## config.mk

```make
export PLATFORM = sky130hd
export DESIGN_NAME = uartLink
export DESIGN_NICKNAME = d
export VERILOG_FILES = /design/src/uartHostPkg.sv /design/src/uartLinePkg.sv /design/src/byteFifo.sv /design/src/uartLink.sv /design/src/uartRx.sv /design/src/uartTx.sv
export VERILOG_INCLUDE_DIRS = /design/src
export SDC_FILE = /design/constraint.sdc
export NUM_CORES = 1
export LEC_CHECK = 0
export BUFFER_PORTS_ARGS = -buffer_cell sky130_fd_sc_hd__buf_2
export CAP_MARGIN = 20
export CORE_UTILIZATION = 61
export DETAILED_ROUTE_END_ITERATION = 6
export GPL_ROUTABILITY_DRIVEN = 1
export HOLD_SLACK_MARGIN = 0.1
export PLACE_DENSITY = 0.76
export SYNTH_ARGS = -nofsm -noshare
export SYNTH_HDL_FRONTEND = slang
export SYNTH_HIERARCHICAL = 1
export SYNTH_SLANG_ARGS = --single-unit
```

## constraint.sdc

```tcl
create_clock -name clk -period 4 [get_ports clk]
set_clock_uncertainty 0.1 [all_clocks]
set_input_delay 0.8 -clock clk [delete_from_list [all_inputs] [get_ports clk]]
set_output_delay 0.8 -clock clk [all_outputs]
set_load 0.02 [all_outputs]
```

## src/uart_settings.svh

```systemverilog
`ifndef UART_SETTINGS_SVH
`define UART_SETTINGS_SVH

// serial bit period in clk cycles
`define UART_CLKS_PER_BIT 8

// buffer entries per direction
`define UART_TX_DEPTH 4
`define UART_RX_DEPTH 4

// wide enough to hold a full buffer's worth of credits
`define UART_CREDIT_WIDTH 4

`endif
```

## src/uartHostPkg.sv

```systemverilog
package uartHostPkg;

    // byte handed over by the host for transmission
    typedef struct packed {
        logic [7:0] data;
    } txBeat;

    // byte returned to the host, same bit layout as the line frame
    typedef struct packed {
        logic [7:0] data;
        logic       frameErr;
    } rxBeat;

endpackage

```

## src/uartLinePkg.sv

```systemverilog
package uartLinePkg;

    // serializer states, settle adds one idle-high cycle after the stop bit
    typedef enum logic [2:0] {
        txIdle,
        txStartBit,
        txDataBits,
        txStopBit,
        txSettle
    } txState;

    // deserializer states
    typedef enum logic [1:0] {
        rxIdle,
        rxStartChk,     // waiting for mid start bit
        rxDataBits,
        rxStopBit
    } rxState;

    // one frame as rebuilt from the line
    typedef struct packed {
        logic [7:0] data;
        logic       frameErr;   // stop bit sampled low
    } rxFrame;

endpackage

```

## src/byteFifo.sv

```systemverilog
module byteFifo #(
    parameter int Depth = 4,
    parameter int Width = 8
) (
    input  logic             clk,
    input  logic             rstN,
    input  logic             push,
    input  logic [Width-1:0] pushBeat,
    input  logic             pop,
    output logic [Width-1:0] popBeat,
    output logic             empty,
    output logic             full
);

    localparam int AddrW = (Depth > 1) ? $clog2(Depth) : 1;
    localparam int CntW  = $clog2(Depth + 1);

    logic [Width-1:0] mem [Depth];
    logic [AddrW-1:0] wrPtr;
    logic [AddrW-1:0] rdPtr;
    logic [CntW-1:0]  count;
    logic             doPush;
    logic             doPop;

    assign doPush  = push && !full;
    assign doPop   = pop && !empty;
    assign empty   = (count == '0);
    assign full    = (count == CntW'(Depth));
    assign popBeat = mem[rdPtr];    // show-ahead read

    always_ff @(posedge clk or negedge rstN) begin
        if (!rstN) begin
            wrPtr <= '0;
            rdPtr <= '0;
            count <= '0;
        end else begin
            if (doPush)
                wrPtr <= (wrPtr == AddrW'(Depth - 1)) ? '0 : wrPtr + 1'b1;
            if (doPop)
                rdPtr <= (rdPtr == AddrW'(Depth - 1)) ? '0 : rdPtr + 1'b1;
            if (doPush && !doPop)
                count <= count + 1'b1;
            else if (doPop && !doPush)
                count <= count - 1'b1;
        end
    end

    always_ff @(posedge clk) begin
        if (doPush)
            mem[wrPtr] <= pushBeat;
    end

    pushWhileFull: assert property (@(posedge clk) disable iff (!rstN) push |-> !full)
        else $error("byteFifo overflow");
    popWhileEmpty: assert property (@(posedge clk) disable iff (!rstN) pop |-> !empty)
        else $error("byteFifo underflow");

endmodule

```

## src/uartLink.sv

```systemverilog
`include "uart_settings.svh"

module uartLink (
    input  logic               clk,
    input  logic               rstN,
    input  logic               txValid,
    input  uartHostPkg::txBeat txIn,
    output logic               txCredit,
    input  logic               rxd,
    output logic               txd,
    input  logic               rxCredit,
    output logic               rxValid,
    output uartHostPkg::rxBeat rxOut,
    output logic               rxDropped
);

    import uartLinePkg::*;

    localparam int CreditW = `UART_CREDIT_WIDTH;

    logic [7:0]         txPopBeat;
    logic               txEmpty;
    logic               txPop;
    rxFrame             rxPushFrame;
    logic               rxPush;
    logic [8:0]         rxPopBeat;
    logic               rxEmpty;
    logic               rxFull;
    logic               rxPop;
    logic [CreditW-1:0] rxCreditCnt;

    byteFifo #(.Depth(`UART_TX_DEPTH), .Width(8)) i_txFifo (
        .clk(clk), .rstN(rstN),
        .push(txValid), .pushBeat(txIn),
        .pop(txPop), .popBeat(txPopBeat),
        .empty(txEmpty), .full()
    );

    uartTx i_tx (
        .clk(clk), .rstN(rstN),
        .empty(txEmpty), .beat(txPopBeat),
        .pop(txPop), .txd(txd)
    );

    assign txCredit = txPop;    // each freed entry goes back to the host

    uartRx i_rx (
        .clk(clk), .rstN(rstN),
        .rxd(rxd), .push(rxPush), .frame(rxPushFrame)
    );

    assign rxDropped = rxPush && rxFull;

    byteFifo #(.Depth(`UART_RX_DEPTH), .Width(9)) i_rxFifo (
        .clk(clk), .rstN(rstN),
        .push(rxPush && !rxFull), .pushBeat(rxPushFrame),
        .pop(rxPop), .popBeat(rxPopBeat),
        .empty(rxEmpty), .full(rxFull)
    );

    assign rxPop = (rxCreditCnt != '0) && !rxEmpty;

    always_ff @(posedge clk or negedge rstN) begin
        if (!rstN) begin
            rxCreditCnt <= '0;
            rxValid     <= 1'b0;
        end else begin
            rxValid <= rxPop;
            case ({rxCredit, rxPop})
                2'b10:   rxCreditCnt <= rxCreditCnt + 1'b1;
                2'b01:   rxCreditCnt <= rxCreditCnt - 1'b1;
                default: rxCreditCnt <= rxCreditCnt;  // grant and spend cancel
            endcase
        end
    end

    always_ff @(posedge clk) begin
        if (rxPop)
            rxOut <= rxPopBeat;
    end

    rxCreditOverflow: assert property (@(posedge clk) disable iff (!rstN)
        (rxCredit && !rxPop) |-> (rxCreditCnt != '1))
        else $error("uartLink receive credit counter overflow");

endmodule

```

## src/uartRx.sv

```systemverilog
`include "uart_settings.svh"

module uartRx (
    input  logic                clk,
    input  logic                rstN,
    input  logic                rxd,
    output logic                push,
    output uartLinePkg::rxFrame frame
);

    import uartLinePkg::*;

    localparam int CntW = (`UART_CLKS_PER_BIT > 1) ? $clog2(`UART_CLKS_PER_BIT) : 1;
    localparam logic [CntW-1:0] LastCnt = CntW'(`UART_CLKS_PER_BIT - 1);
    localparam logic [CntW-1:0] HalfCnt = CntW'(`UART_CLKS_PER_BIT / 2 - 1);

    rxState          state;
    logic [1:0]      syncQ;
    logic            rxS;
    logic            rxPrev;
    logic [CntW-1:0] bitCnt;
    logic [2:0]      bitIdx;
    logic [7:0]      shiftQ;
    logic            fallEdge;
    logic            bitDone;

    assign rxS      = syncQ[1];
    assign fallEdge = rxPrev && !rxS;
    assign bitDone  = (bitCnt == LastCnt);

    // two-flop synchronizer plus edge history, idle line is high
    always_ff @(posedge clk or negedge rstN) begin
        if (!rstN) begin
            syncQ  <= 2'b11;
            rxPrev <= 1'b1;
        end else begin
            syncQ  <= {syncQ[0], rxd};
            rxPrev <= rxS;
        end
    end

    always_ff @(posedge clk or negedge rstN) begin
        if (!rstN) begin
            state  <= rxIdle;
            bitCnt <= '0;
            bitIdx <= '0;
            push   <= 1'b0;
        end else begin
            push   <= 1'b0;
            bitCnt <= bitDone ? '0 : bitCnt + 1'b1;
            case (state)
                rxIdle: begin
                    bitCnt <= '0;
                    if (fallEdge)
                        state <= rxStartChk;
                end
                rxStartChk: begin
                    if (bitCnt == HalfCnt) begin
                        bitCnt <= '0;   // later samples land on bit centres
                        bitIdx <= '0;
                        state  <= rxS ? rxIdle : rxDataBits;    // high means a glitch
                    end
                end
                rxDataBits: begin
                    if (bitDone) begin
                        bitIdx <= bitIdx + 1'b1;
                        if (bitIdx == 3'd7)
                            state <= rxStopBit;
                    end
                end
                rxStopBit: begin
                    if (bitDone) begin
                        push  <= 1'b1;
                        state <= rxIdle;
                    end
                end
                default: state <= rxIdle;
            endcase
        end
    end

    always_ff @(posedge clk) begin
        if (state == rxDataBits && bitDone)
            shiftQ <= {rxS, shiftQ[7:1]};   // lsb arrives first
        if (state == rxStopBit && bitDone) begin
            frame.data     <= shiftQ;
            frame.frameErr <= !rxS;
        end
    end

endmodule

```

## src/uartTx.sv

```systemverilog
`include "uart_settings.svh"

module uartTx (
    input  logic               clk,
    input  logic               rstN,
    input  logic               empty,
    input  uartHostPkg::txBeat beat,
    output logic               pop,
    output logic               txd
);

    import uartLinePkg::*;

    localparam int CntW = (`UART_CLKS_PER_BIT > 1) ? $clog2(`UART_CLKS_PER_BIT) : 1;
    localparam logic [CntW-1:0] LastCnt = CntW'(`UART_CLKS_PER_BIT - 1);

    txState          state;
    logic [CntW-1:0] bitCnt;    // cycles within the current bit
    logic [2:0]      bitIdx;
    logic [7:0]      dataQ;
    logic            bitDone;

    assign pop     = (state == txIdle) && !empty;
    assign bitDone = (bitCnt == LastCnt);

    always_ff @(posedge clk or negedge rstN) begin
        if (!rstN) begin
            state  <= txIdle;
            bitCnt <= '0;
            bitIdx <= '0;
            txd    <= 1'b1;
        end else begin
            bitCnt <= bitDone ? '0 : bitCnt + 1'b1;
            case (state)
                txIdle: begin
                    bitCnt <= '0;
                    if (pop) begin
                        state <= txStartBit;
                        txd   <= 1'b0;      // start bit from the next cycle on
                    end
                end
                txStartBit: begin
                    if (bitDone) begin
                        state  <= txDataBits;
                        bitIdx <= '0;
                        txd    <= dataQ[0];
                    end
                end
                txDataBits: begin
                    if (bitDone) begin
                        if (bitIdx == 3'd7) begin
                            state <= txStopBit;
                            txd   <= 1'b1;
                        end else begin
                            bitIdx <= bitIdx + 1'b1;
                            txd    <= dataQ[bitIdx + 1'b1];
                        end
                    end
                end
                txStopBit: begin
                    if (bitDone)
                        state <= txSettle;
                end
                txSettle: state <= txIdle;  // one extra high cycle
                default:  state <= txIdle;
            endcase
        end
    end

    always_ff @(posedge clk) begin
        if (pop)
            dataQ <= beat.data;
    end

    idleLineHigh: assert property (@(posedge clk) disable iff (!rstN)
        (state == txIdle) |-> txd)
        else $error("uartTx line low while idle");

endmodule

```

Word level (Yosys, flattened, before mapping)
Memories as Yosys holds them, arrays and structs flattened. A register that Yosys moved wholly into a read port is not among the register bits.
Index checks and enable logic that the tools add are counted.
- output and inout bits: 13
- RAM bits: 68
- memories: 2
- register bits after elaboration: 58
- word-level logic and storage cells: 155
- memories (name ; words ; bits a word ; read ports ; clocked after memory_dff ; write ports ; RTL line ; source):
    i_rxFifo.mem ; 4 ; 9 ; 1 ; 1 ; 1 ; byteFifo.sv:18 ; logic [Width-1:0] mem [Depth];
    i_txFifo.mem ; 4 ; 8 ; 1 ; 1 ; 1 ; byteFifo.sv:18 ;
- reductions and logical operators: 40
- equality and inequality tests: 30
- mux-type cells: 47
- add/sub/neg operators: 14
- $lt $le $gt $ge: 1
- operator list (cell ; number):
    2-to-1 mux 3 bit ; 18
    2-to-1 mux 2 bit ; 10
    adder 3 x 1 -> 3 bit (second input constant) ; 6
    == test 3 bit (second input constant) ; 6
    inequality test 2 x 1 -> 1 bit (second input constant) ; 9
    case mux 3 bit (2 select lines) ; 3
    logical AND 1 bit ; 15
    == test 2 bit (second input constant) ; 7
    case mux 3 bit (4 select lines) ; 1
    2-to-1 mux 1 bit ; 11
    AND reduction 5 bit ; 2
    nonzero test 2 bit ; 5
    == test 3 x 2 -> 1 bit (second input constant) ; 3
    zero test 1 bit ; 9
    zero test 3 bit ; 3
    adder 2 x 1 -> 2 bit (second input constant) ; 4
    case mux 2 bit (4 select lines) ; 1
    case mux 4 bit (2 select lines) ; 1
    AND reduction 4 bit ; 2
    subtractor 3 x 1 -> 3 bit (second input constant) ; 2
    adder 4 x 1 -> 4 bit (second input constant) ; 1
    == test 2 x 1 -> 1 bit (second input constant) ; 2
    < comparator 3 x 4 -> 1 bit (second input constant) ; 1
    inequality test 2 bit (second input constant) ; 2
    8 further kinds ; 8

Logic depth before layout (Yosys ltp)
- depth in word-level cells: 8
- gate-level depth with buffers: 9
- gate-level depth less buffers: 9

Cells and area by module
The synthesis kept the hierarchy.
- by module, submodules not included (module ; cells an instance ; instances ; area an instance (um^2)):
    byteFifo (i_rxFifo) ; 84 ; 1 ; 1752.9
    byteFifo (i_txFifo) ; 79 ; 1 ; 1606.5
    uartRx ; 66 ; 1 ; 1116.1
    uartTx ; 66 ; 1 ; 845.8
    uartLink ; 37 ; 1 ; 575.6

Worst setup path before layout
No wires, ideal clock.
- path kind: register to register
- from: register i_tx.state[1]
- to: register i_txFifo.count[1]
- stages on the path, launching flop included: 8
- data required time: 3.775 ns
- clock period less this slack: 3.573 ns
- library setup time: 0.125 ns
- buffers on the path: 1
- path slack: 0.427 ns
- arrival: 3.348 ns
- cells stage by stage: dfrtp_1 -> clkbuf_1 -> nor4_1 -> nand2b_2 -> ha_1 -> inv_1 -> fa_1 -> mux2_2
- cells in the longest elaborated chain, start to end: 6
- elaborated cells on any way between the ends: 8
- classes of those cells: mux (1); reduce/logical (7)
- RTL lines (item ; RTL line ; source):
    from (decl) ; uartTx.sv:17 ; txState state;
    from (signal assigned) ; uartTx.sv:28 ; state <= txIdle;
    from (signal assigned) ; uartTx.sv:38 ; state <= txStartBit;
    from (signal assigned) ; uartTx.sv:44 ; state <= txDataBits;
    zero test 3 bit (*) ; uartTx.sv:23 ; assign pop = (state == txIdle) && !empty;
    logical AND 1 bit (*) ; uartTx.sv:23 ;
    via txCredit ; uartLink.sv:8 ; output logic txCredit,
    logical AND 1 bit (*) ; byteFifo.sv:26 ; assign doPop = pop && !empty;
    zero test 1 bit ; byteFifo.sv:41 ; if (doPush && !doPop)
    logical AND 1 bit ; byteFifo.sv:41 ;
    2-to-1 mux 3 bit or nonzero test 2 bit (tied branches) ; -- ;
    to (signal assigned) ; byteFifo.sv:42 ; count <= count + 1'b1;
    to (signal assigned) ; byteFifo.sv:44 ; count <= count - 1'b1;
    to (decl) ; byteFifo.sv:21 ; logic [CntW-1:0] count;
The timed path passes the listed nets; every way through them passes the cells marked *.
A chain may end at the register's enable or synchronous reset.

Worst setup path in the final report
- from: register i_txFifo.count[0]
- to: output txCredit
- cells in the longest elaborated chain, start to end: 3
- RTL lines (item ; RTL line ; source):
    zero test 3 bit ; byteFifo.sv:27 ; assign empty = (count == '0);
    via txEmpty ; uartLink.sv:22 ; logic txEmpty;
    zero test 1 bit ; uartTx.sv:23 ;
    logical AND 1 bit ; uartTx.sv:23 ;
    to (decl) ; uartLink.sv:8 ;
The timed path passes the listed nets, and every way through them passes these cells.

==> impl_metrics.py <==
metrics = {
    "status": {
        "status": "complete, no violations",
    },
    "drt": {
        "dr.pass1.iters": 4,
        "dr.first_iter.drc_count": 112,
        "ant_nets": 0,
        "drc": 0,
        "via_count": 2856,
        "viasPerCell": 5.60,
        "routed_wl_um": 8610,
        "wl_per_cell_um": 16.9,
    },
    "logic_synthesis": {
        "synth_area_per_cell_um2": 17.8,
        "synth_top_cell_by_area": "edfxtp_1",
        "synthArstFlopShare_pct": 28.7,
        "synthCells": 332,
        "synth-seq-cells": 143,
        "synth_flop_cell": "edfxtp_1",
        "synth.distinct_cells": 51,
        "ys_warn_count": 6,
        "synth.top_cell.area_share_pct": 51.9,
        "synth_nets": 374,
        "synth.area.top_cells": "edfxtp_1 (52%), dfrtp_1 (16%), mux4_2 (6.9%)",
        "ys_seq_area_share_pct": 69.4,
        "synth_edf_count": 102,
        "synth_area_um2": 5900,
    },
    "die": {
        "rows": 35,
        "core_um2": 9280,
        "die_height_um": 100,
        "io_pins": 26,
        "die_w_um": 100,
        "start_util_pct": 63.5,
        "fp.dieArea_um2": 10100,
    },
    "clock_network": {
        "cts.clk_slew.worst_paths_ps": 60,
        "clk_path_buf_depth": 2,
        "cts_hold_buf": 0,
        "cts_tree": "yes",
        "clock_sinks": 143,
        "insertion_delay_ps": 510,
        "h-tree-depth": 4,
        "cts_setup_buffers": 0,
        "cts_root_buffer": "clkbuf_8",
        "numCtsBuffers": 17,
        "postCtsResizedCells": 0,
    },
    "final_layout": {
        "fin_area_um2": 6690,
        "area_delta_synth_final_pct": 13.4,
        "drive_gt1_share_pct": 28.9,
        "nNetsFinal": 410,
        "layout_common_cells": "edfxtp_1 (102), dfrtp_1 (37), ha_1 (27)",
        "diodes": 0,
        "final_util_pct": 72.0,
        "layout_commonest_cell": "edfxtp_1",
    },
    "timing": {
        "slew_headroom_pct": 37.2,
        "rsz0062_at_grt": "false",
        "final.setup.tns_ps": 0,
        "hold_ws_ps": 257,
        "fin_crit_ps": 2760,
        "max_slew.worst_pin.slew_ps": 941,
        "clock.fmax_ghz": 0.362,
        "finalSetupViolations": 0,
        "period_share_pct": 69.1,
        "slew_viol_final": 0,
        "hold_viol": 0,
    },
    "grt": {
        "top_usage_layer": "met2",
        "overflow": 0,
        "use_met3_pct": 5.43,
        "grt_pass1_wl_um": 14400,
        "antenna_found_initial": 0,
        "grt_max_degree": 42,
        "use_met2_pct": 30.3,
        "grt_pass1_vias": 2910,
        "use_met1_pct": 26.7,
        "grt.total_usage_pct": 19.5,
    },
    "place": {
        "hpwlAfterDp_um": 5550,
        "port_buffers": 25,
        "placed_area_um2": 6130,
        "finalWeightedCongestion": 0.728,
    },
    "power_and_ir_drop": {
        "peakVddDrop_mv": 0.409,
        "power_leakage_nw": 2.53,
        "power_mw": 4.85,
        "powerDensity_nw_per_um2": 726,
    },
    "critical_path": {
        "worstSetupStartpointType": "flip-flop",
        "cp_max_fo": 10,
        "worst_r2r_startpoint": "i_txFifo/count[0]",
        "cp-end-kind": "output port",
        "cp.arrival_ps": 1860,
        "critPathLaunch": "i_txFifo/count[0]",
        "path_class": "reg2out",
        "worst_ep_required_time_ps": 3100,
    },
    "min_path": {
        "min-delay-start": "i_rx/syncQ[0]",
        "hold_class": "reg2reg",
    },
    "job": {
        "max_cap_violations": 0,
    },
}
power by group:
group          total (mW)  leakage (nW)  internal (mW)  switching [mW]
clock network        1.43         0.261          0.829           0.598
logic                1.15         0.838          0.613           0.534
registers            2.28          1.43           1.95           0.329
total                4.85          2.53           3.39            1.46
layout make-up:
| type | count | area, µm² |
|---|---|---|
| Fill cell | 591 | 2600 |
| Multi-Input combinational cell | 166 | 1690 |
| Sequential cell | 143 | 4090 |
| Clock inverter | 15 | 134 |
| Tap cell | 129 | 161 |
| Inverter | 13 | 48.8 |
| Timing Repair Buffer | 27 | 140 |
| Clock buffer | 17 | 414 |
routing by layer:
layer,wire [µm],vias up
met5,0,-
met4,102,0
met3,318,16
met2,4140,63
met1,4050,1433
li1,-,1344
Yosys cell counts, types with 2 or more instances:
cell type    n
inv_1       13
mux2_2       8
nand2_1      9
nand2b_1     5
nor3b_1      4
mux4_2      18
a21o_1       3
dfrtp_1     37
nor2b_1      4
fa_1         2
a21oi_1      8
mux2_4       5
buf_6        3
o221a_1      2
o21ai_0      2
nor2_1      13
a22o_1       2
ha_1        27
and2_2       4
nor3_1       6
o32ai_1      2
nor2b_4      2
dfstp_2      4
clkbuf_1     2
and2_1       4
xor2_1       8
buf_2        3
xnor2_1      3
a31oi_1      2
edfxtp_1   102
nand3b_1     3
nor4_1       3
path summary, 6_finish.rpt:
| path | endpoint | slack, ps | depth (start not counted) |
|---|---|---|---|
| worst max-delay path | txCredit | 1240 | 4 |
| worst min-delay path | i_rx/syncQ[1] | 260 | 0 |
| worst max register to register | i_txFifo/count[2] | 1500 | 10 |
| worst min register to register | i_rx/syncQ[1] | 260 | 0 |
| max in group asynchronous | asynchronous set/reset pin | 2880 | 1 |
| min in group asynchronous | rxValid | 340 | 1 |
registers in the layout, summed over array words and instances (netlist names), 4 cells and up, named ones only:
register and flops:
rxOut 9, i_tx/dataQ 8, i_rx/shiftQ 8, rxCreditCnt 4, i_rx/frame 9, i_txFifo/mem 32
i_rxFifo/mem 36
stage by stage:
step,setup WS [ps],cells
3_3_place_gp,1150,477
2_1_floorplan,427,332
5_1_grt,1090,510
4_1_cts,1090,509
6_report,1240,510
3_5_place_dp,1090,477
critical path, stage by stage, from the launching register on:
cell and delay (ps):
dfrtp_1 440, nor3_1 480, nor4_2 60, buf_4 200, buf_2 170
logic make-up (layout without fill, tap and decap cells):
| group | after synthesis | count (layout) | share of synthesized area, % |
|---|---|---|---|
| AO/OA/AOI/OAI | 29 | 29 | 3.78 |
| buffers and inverters | 23 | 72 | 1.97 |
| multiplexers | 33 | 33 | 10.0 |
| flip-flops | 143 | 143 | 69.4 |
| XOR/XNOR | 11 | 11 | 1.63 |
| adder cells (fa/ha/maj) | 29 | 29 | 6.41 |
| AND/OR/NAND/NOR | 64 | 64 | 6.75 |
Power figures use the tool's default switching activity.
